`src/approx_div_macros.svh`:
```
`ifndef APPROX_DIV_MACROS_SVH
`define APPROX_DIV_MACROS_SVH

`define APPROX_DIV_REQ_DEPTH 4    // Request slots, also initial sender credits.
`define APPROX_DIV_OUT_DEPTH 4    // Result FIFO slots.
`define APPROX_DIV_OUT_CREDITS 2  // Initial consumer grant.
`define APPROX_DIV_APPROX_ROWS 4  // Low quotient rows on approximate cells.

`endif

```
`src/approx_div_pkg.sv`:
```
package approx_div_pkg;

  // 16-bit dividend.
  typedef logic [15:0] numer_t;

  // 8-bit divisor.
  typedef logic [7:0] denom_t;

  // Quotient and remainder share one width.
  typedef logic [7:0] quot_t;

  // Counts credits and FIFO occupancy, 0 to 7.
  typedef logic [2:0] credit_cnt_t;

endpackage

```
`src/approx_div_unit.sv`:
```
`include "approx_div_macros.svh"

module approx_div_unit (
  input  logic                   clk,
  input  logic                   rst_n,
  input  logic                   in_valid,
  input  approx_div_pkg::numer_t in_numer,
  input  approx_div_pkg::denom_t in_denom,
  output logic                   in_credit,
  output logic                   out_valid,
  output approx_div_pkg::quot_t  out_quot,
  output approx_div_pkg::quot_t  out_rem,
  input  logic                   out_credit
);

  logic                   head_valid;
  approx_div_pkg::numer_t head_numer;
  approx_div_pkg::denom_t head_denom;
  logic                   issue_ok;
  logic                   pop;

  logic                   issue_valid;
  approx_div_pkg::numer_t issue_numer;
  approx_div_pkg::denom_t issue_denom;
  approx_div_pkg::quot_t  arr_quot;
  approx_div_pkg::quot_t  arr_rem;

  assign pop = head_valid & issue_ok;

  div_req_queue u_req_queue (
    .clk        (clk),
    .rst_n      (rst_n),
    .in_valid   (in_valid),
    .in_numer   (in_numer),
    .in_denom   (in_denom),
    .pop        (pop),
    .head_valid (head_valid),
    .head_numer (head_numer),
    .head_denom (head_denom),
    .in_credit  (in_credit)
  );

  // Held item drains into the FIFO at the next edge.
  always_ff @(posedge clk or negedge rst_n) begin
    if (!rst_n) begin
      issue_valid <= 1'b0;
    end else begin
      issue_valid <= pop;
    end
  end

  always_ff @(posedge clk) begin
    if (pop) begin
      issue_numer <= head_numer;
      issue_denom <= head_denom;
    end
  end

  div_array #(
    .approx_rows (`APPROX_DIV_APPROX_ROWS)
  ) u_array (
    .numer (issue_numer),
    .denom (issue_denom),
    .quot  (arr_quot),
    .rem   (arr_rem)
  );

  div_out_stage u_out_stage (
    .clk        (clk),
    .rst_n      (rst_n),
    .res_valid  (issue_valid),
    .res_quot   (arr_quot),
    .res_rem    (arr_rem),
    .in_flight  (issue_valid),  // Only the issue register is in flight.
    .issue_ok   (issue_ok),
    .out_valid  (out_valid),
    .out_quot   (out_quot),
    .out_rem    (out_rem),
    .out_credit (out_credit)
  );

endmodule

```
`src/div_array.sv`:
```
module div_array #(
  parameter int approx_rows = 4
) (
  input  approx_div_pkg::numer_t numer,
  input  approx_div_pkg::denom_t denom,
  output approx_div_pkg::quot_t  quot,
  output approx_div_pkg::quot_t  rem
);

  // Row i produces quotient bit i; row 7 is evaluated first.
  logic [7:0] x_row [8];  // Minuend bits into each row.
  logic [7:0] r_row [8];  // Partial remainder out of each row.
  logic [7:0] b_row [8];  // Borrow out of each cell.
  logic [7:0] b_in  [8];  // Borrow into each cell.
  logic [7:0] top;        // Bit above the row's minuend.
  logic [7:0] q_bits;

  for (genvar i = 0; i < 8; i++) begin : g_row
    if (i == 7) begin : g_first
      assign x_row[i] = numer[14:7];
      assign top[i]   = numer[15];
    end else begin : g_next
      assign x_row[i] = {r_row[i+1][6:0], numer[i]};  // Shift in next dividend bit.
      assign top[i]   = r_row[i+1][7];
    end

    assign b_in[i]   = {b_row[i][6:0], 1'b0};
    assign q_bits[i] = top[i] | ~b_row[i][7];

    for (genvar j = 0; j < 8; j++) begin : g_col
      div_cell #(
        .approx (i < approx_rows)
      ) u_cell (
        .x     (x_row[i][j]),
        .y     (denom[j]),
        .bin   (b_in[i][j]),
        .qs    (q_bits[i]),
        .r_sub (r_row[i][j]),
        .bout  (b_row[i][j])
      );
    end
  end

  assign quot = q_bits;
  assign rem  = r_row[0];  // Bottom row holds the final remainder.

endmodule

```
`src/div_cell.sv`:
```
module div_cell #(
  parameter bit approx = 1'b0
) (
  input  logic x,
  input  logic y,
  input  logic bin,
  input  logic qs,
  output logic r_sub,
  output logic bout
);

  logic diff;

  if (approx) begin : g_approx
    // Reduced difference and borrow forms.
    assign diff = y | bin;
    assign bout = x & y;
  end else begin : g_exact
    assign diff = x ^ y ^ bin;
    assign bout = (~x & y) | (~(x ^ y) & bin);
  end

  assign r_sub = qs ? diff : x;  // Restore on failed subtract.

endmodule

```
`src/div_out_stage.sv`:
```
`include "approx_div_macros.svh"

module div_out_stage (
  input  logic                  clk,
  input  logic                  rst_n,
  input  logic                  res_valid,
  input  approx_div_pkg::quot_t res_quot,
  input  approx_div_pkg::quot_t res_rem,
  input  logic                  in_flight,
  output logic                  issue_ok,
  output logic                  out_valid,
  output approx_div_pkg::quot_t out_quot,
  output approx_div_pkg::quot_t out_rem,
  input  logic                  out_credit
);

  localparam int ptr_w = $clog2(`APPROX_DIV_OUT_DEPTH);
  localparam logic [ptr_w-1:0] last_ptr = ptr_w'(`APPROX_DIV_OUT_DEPTH - 1);
  localparam approx_div_pkg::credit_cnt_t depth =
    approx_div_pkg::credit_cnt_t'(`APPROX_DIV_OUT_DEPTH);

  approx_div_pkg::quot_t quot_mem [`APPROX_DIV_OUT_DEPTH];
  approx_div_pkg::quot_t rem_mem  [`APPROX_DIV_OUT_DEPTH];

  logic [ptr_w-1:0]            wr_ptr;
  logic [ptr_w-1:0]            rd_ptr;
  approx_div_pkg::credit_cnt_t count;
  approx_div_pkg::credit_cnt_t credits;
  approx_div_pkg::credit_cnt_t reserved;
  logic                        send;

  assign send = (count != '0) && (credits != '0);

  // Issue register item needs a slot of its own.
  assign reserved = count + approx_div_pkg::credit_cnt_t'(in_flight);
  assign issue_ok = (reserved < depth);

  always_ff @(posedge clk or negedge rst_n) begin
    if (!rst_n) begin
      wr_ptr  <= '0;
      rd_ptr  <= '0;
      count   <= '0;
      credits <= approx_div_pkg::credit_cnt_t'(`APPROX_DIV_OUT_CREDITS);
    end else begin
      if (res_valid) begin
        wr_ptr <= (wr_ptr == last_ptr) ? '0 : wr_ptr + 1'b1;
      end
      if (send) begin
        rd_ptr <= (rd_ptr == last_ptr) ? '0 : rd_ptr + 1'b1;
      end
      count   <= count + approx_div_pkg::credit_cnt_t'(res_valid)
                       - approx_div_pkg::credit_cnt_t'(send);
      // Spend and return may coincide.
      credits <= credits + approx_div_pkg::credit_cnt_t'(out_credit)
                         - approx_div_pkg::credit_cnt_t'(send);
    end
  end

  always_ff @(posedge clk) begin
    if (res_valid) begin
      quot_mem[wr_ptr] <= res_quot;
      rem_mem[wr_ptr]  <= res_rem;
    end
  end

  assign out_valid = send;
  assign out_quot  = quot_mem[rd_ptr];
  assign out_rem   = rem_mem[rd_ptr];

endmodule

```
`src/div_req_queue.sv`:
```
`include "approx_div_macros.svh"

module div_req_queue (
  input  logic                   clk,
  input  logic                   rst_n,
  input  logic                   in_valid,
  input  approx_div_pkg::numer_t in_numer,
  input  approx_div_pkg::denom_t in_denom,
  input  logic                   pop,
  output logic                   head_valid,
  output approx_div_pkg::numer_t head_numer,
  output approx_div_pkg::denom_t head_denom,
  output logic                   in_credit
);

  localparam int ptr_w = $clog2(`APPROX_DIV_REQ_DEPTH);
  localparam logic [ptr_w-1:0] last_ptr = ptr_w'(`APPROX_DIV_REQ_DEPTH - 1);

  approx_div_pkg::numer_t numer_mem [`APPROX_DIV_REQ_DEPTH];
  approx_div_pkg::denom_t denom_mem [`APPROX_DIV_REQ_DEPTH];

  logic [ptr_w-1:0]            wr_ptr;
  logic [ptr_w-1:0]            rd_ptr;
  approx_div_pkg::credit_cnt_t count;

  always_ff @(posedge clk or negedge rst_n) begin
    if (!rst_n) begin
      wr_ptr    <= '0;
      rd_ptr    <= '0;
      count     <= '0;
      in_credit <= 1'b0;
    end else begin
      if (in_valid) begin
        wr_ptr <= (wr_ptr == last_ptr) ? '0 : wr_ptr + 1'b1;
      end
      if (pop) begin
        rd_ptr <= (rd_ptr == last_ptr) ? '0 : rd_ptr + 1'b1;
      end
      count     <= count + approx_div_pkg::credit_cnt_t'(in_valid)
                         - approx_div_pkg::credit_cnt_t'(pop);
      in_credit <= pop;  // One credit back per freed slot.
    end
  end

  // Sender credits guarantee a free slot on every write.
  always_ff @(posedge clk) begin
    if (in_valid) begin
      numer_mem[wr_ptr] <= in_numer;
      denom_mem[wr_ptr] <= in_denom;
    end
  end

  assign head_valid = (count != '0);
  assign head_numer = numer_mem[rd_ptr];
  assign head_denom = denom_mem[rd_ptr];

endmodule

```
`config.mk`:
```
export PLATFORM = sky130hd
export DESIGN_NAME = approx_div_unit
export DESIGN_NICKNAME = d
export VERILOG_FILES = /design/src/approx_div_pkg.sv /design/src/approx_div_unit.sv /design/src/div_array.sv /design/src/div_cell.sv /design/src/div_out_stage.sv /design/src/div_req_queue.sv
export VERILOG_INCLUDE_DIRS = /design/src
export SDC_FILE = /design/constraint.sdc
export NUM_CORES = 1
export LEC_CHECK = 0
export BUFFER_PORTS_ARGS = -buffer_cell sky130_fd_sc_hd__buf_2
export CAP_MARGIN = 15
export CORE_AREA = 2 2 151 153
export CTS_CLUSTER_SIZE = 14
export DETAILED_ROUTE_END_ITERATION = 7
export DIE_AREA = 0 0 153 155
export SETUP_SLACK_MARGIN = 0.4
export SLEW_MARGIN = 5
export SYNTH_ARGS = -nofsm -noshare
export SYNTH_HDL_FRONTEND = slang
export SYNTH_SLANG_ARGS = --single-unit
```
`constraint.sdc`:
```
create_clock -name clk -period 17.2 [get_ports clk]
set_input_delay 0.86 -clock clk [delete_from_list [all_inputs] [get_ports clk]]
set_output_delay 0.86 -clock clk [all_outputs]
set_load 0.02 [all_outputs]
```
==> results.yml <==
run_status:
  status: "finished clean"
layout:
  drive_above_1_share_pct: 24.6
  diodes: 0
  final_cell_mix: "edfxtp_1 (184), buf_2 (45), mux4_2 (40)"
  nFillCells: 1936
  area_growth_pct: 15.5
  final_common_cell: "edfxtp_1"
  fin_nets: 610
worst_setup_path:
  max_stage_delay_ns: 0.61
  r2r_slack_ns: 1.34
  reg2reg_from: "issue_denom[0]"
  rr_endpoint: "u_out_stage.rem_mem[2][6]"
  cp_top_family: "adder cells"
  critPathKind: "flip-flop to flip-flop"
  start_kind: "flip-flop"
  critPathArrivalTime_ns: 16.06
  cpMostUsedCell: "fa_1"
  cpMaxStageDelayCell: "edfxtp_1"
  path_buf_inv: 6
  required_ns: 17.40
  r2r_cells: 48
  worstSetupStartpoint: "issue_denom[0]"
  end_kind: "flip-flop"
  cp_max_fo: 14
floorplanning:
  io_pins: 46
  dieArea_mm2: 0.0237
  core_area_mm2: 0.0222
  die_h_um: 155
  std_cell_rows: 55
  start_util_pct: 39.1
  fp.dieW_um: 153
global_route:
  met1_usage_pct: 16.3
  grt_pass1_vias: 4393
  track_usage_pct: 12.7
  grt_pass1_wl_um: 23700
  use_met2_pct: 22.4
  grt_max_degree: 29
  grt.overflow.total: 0
  antenna_found_initial: 0
  grtUsageMet3_pct: 2.23
  top_usage_layer: "met2"
yosys:
  synth_area_mm2: 0.00868
  netlist-cell-type-count: 40
  syn_inst: 454
  avgSynthCellArea_um2: 19.1
  synth-seq-cells: 202
  yosys_warnings: 0
  yosysSeqAreaShare_pct: 68.9
timing:
  finalCritPeriodShare_pct: 92.2
  fmax_mhz: 63.1
  tightest_slew_ns: 0.898
  setup_viol: 0
  finalSetupTns_ns: 0
  finClkSkew_ns: 0.00663
  slew_viol_final: 0
  period_minus_slack_ns: 15.86
  max_slew_margin_pct: 40.1
  hold_viol: 0
  rsz0062_at_grt: "no"
route:
  vias: 4083
  drc: 0
  routedWlPerCell_um: 17.7
  drt-vias-per-instance: 4.92
  drtIter0Drc: 260
  routed_wl_um: 14700
  drt_pass1_iterations: 4
  ant_nets: 0
clocking:
  htree_levels: 1
  ctsResizeCount: 0
  clockBufferDepth: 3
  clk_latency_ns: 0.49
  cts_setup_buffers: 0
  cts-buffers-inserted: 22
  ctsHoldBuffers: 0
  cts_root_buffer: "clkbuf_16"
  path_clk_slew_ns: 0.06
  cts_tree: "built"
  cts.sinks: 202
place:
  portBuffers: 45
  dp_hpwl_um: 9830
  place_congestion: 0.753
worst_hold_path:
  worstHoldPathType: "primary input to asynchronous set/reset pin"
run:
  cap_violations: 0
synthesized netlist by cell type:
cell type	count	area, um^2
ha_1	22	275
inv_2	1	3.75
nand3_1	2	10.0
buf_1	1	3.75
dfstp_2	1	26.3
nor3b_1	1	7.51
o2111ai_1	1	8.76
o311a_1	1	10.0
mux2_4	1	15.0
nand4_1	1	6.26
fa_1	30	601
nor2_1	8	30.0
buf_2	3	15.0
nand2b_1	1	6.26
inv_1	39	146
nor2_4	2	22.5
dfrtp_1	17	425
mux4_2	40	901
nor4b_1	1	8.76
a21oi_1	6	30.0
mux2i_1	10	100
o311ai_4	1	26.3
a21oi_4	1	16.3
nand2_1	25	93.8
edfxtp_1	184	5530
nand4b_1	1	8.76
o31a_1	1	8.76
nor3_1	2	10.0
conb_1	1	3.75
or2_1	1	6.26
xnor2_1	6	52.6
mux2_2	8	90.1
and2_1	8	50.1
a31oi_1	1	6.26
a41oi_1	1	8.76
o31ai_1	1	7.51
clkbuf_1	7	26.3
o21ai_0	14	70.1
and3_1	1	6.26
buf_6	1	11.3
through the flow:
| stage | cell area (um^2) | hold WS (ns) | worst slack (ns) | utilization (%) | cells |
|---|---|---|---|---|---|
| after floorplan | 8720 | 0.545 | 2.33 | - | 465 |
| after global placement | 9290 | 0.577 | 1.73 | 41.8 | 789 |
| after detailed placement | 9320 | 0.599 | 1.23 | 41.9 | 790 |
| after CTS | 10000 | 0.308 | 1.21 | 45.0 | 829 |
| after global routing | 10000 | 0.332 | 0.479 | 45.1 | 830 |
| final | 10000 | 0.307 | 1.34 | 45.1 | 830 |
final cells by class:
type                            count  area, um^2  area share, %
Clock buffer                       37         648           6.46
Sequential cell                   202        5980           59.6
Tap cell                          285         357           3.56
Timing Repair Buffer               53         325           3.24
Clock inverter                      2        33.8          0.337
Multi-Input combinational cell    211        2540           25.3
Inverter                           40         150           1.50
cells by family (layout without fill, tap and decap cells):
| logic type | Yosys count | count (layout) | share of synthesized area [%] |
|---|---|---|---|
| other | 1 | 12 | 0.0432 |
| AOI/OAI and AO/OA | 28 | 28 | 2.22 |
| xor gates and xnor gates | 6 | 6 | 0.605 |
| muxes | 59 | 59 | 12.7 |
| and+or+nand+nor | 54 | 54 | 3.07 |
| adders and majority gates | 52 | 52 | 10.1 |
| buffers and inverters | 52 | 132 | 2.38 |
| DFF | 202 | 202 | 68.9 |
worst max-delay path by stage:
| stage | end | slack (ns) | depth (start not counted) |
|---|---|---|---|
| 2_1_floorplan | u_out_stage.rem_mem[0][6] | 2.33 | 49 |
| 3_3_place_gp | u_out_stage.rem_mem[0][6] | 1.73 | 48 |
| 3_5_place_dp | u_out_stage.rem_mem[2][6] | 1.23 | 48 |
| 4_1_cts | u_out_stage.rem_mem[2][6] | 1.21 | 48 |
| 5_1_grt | u_out_stage.rem_mem[2][6] | 0.48 | 48 |
| 6_report | u_out_stage.rem_mem[2][6] | 1.34 | 48 |
layer usage:
layer,part of all wire (%),wire length [um],vias up
li1,-,-,1864
met4,2.5,374,0
met1,43,6330,2115
met3,3.2,477,28
met5,0,0,-
met2,51,7520,76
sequential cells by signal, summed over array words and instances, names as in the netlist:
name and count:
u_req_queue.numer_mem 64, u_out_stage.quot_mem 32, u_out_stage.rem_mem 32, u_req_queue.denom_mem 32, issue_numer 16, issue_denom 8
u_out_stage.count 3, u_out_stage.credits 3, u_req_queue.count 3, u_out_stage.rd_ptr 2, u_out_stage.wr_ptr 2, u_req_queue.rd_ptr 2
u_req_queue.wr_ptr 2, u_req_queue.in_credit 1
Power is not shown: default switching activity piles up to over one toggle a cycle in this logic, so the estimate is an artifact.
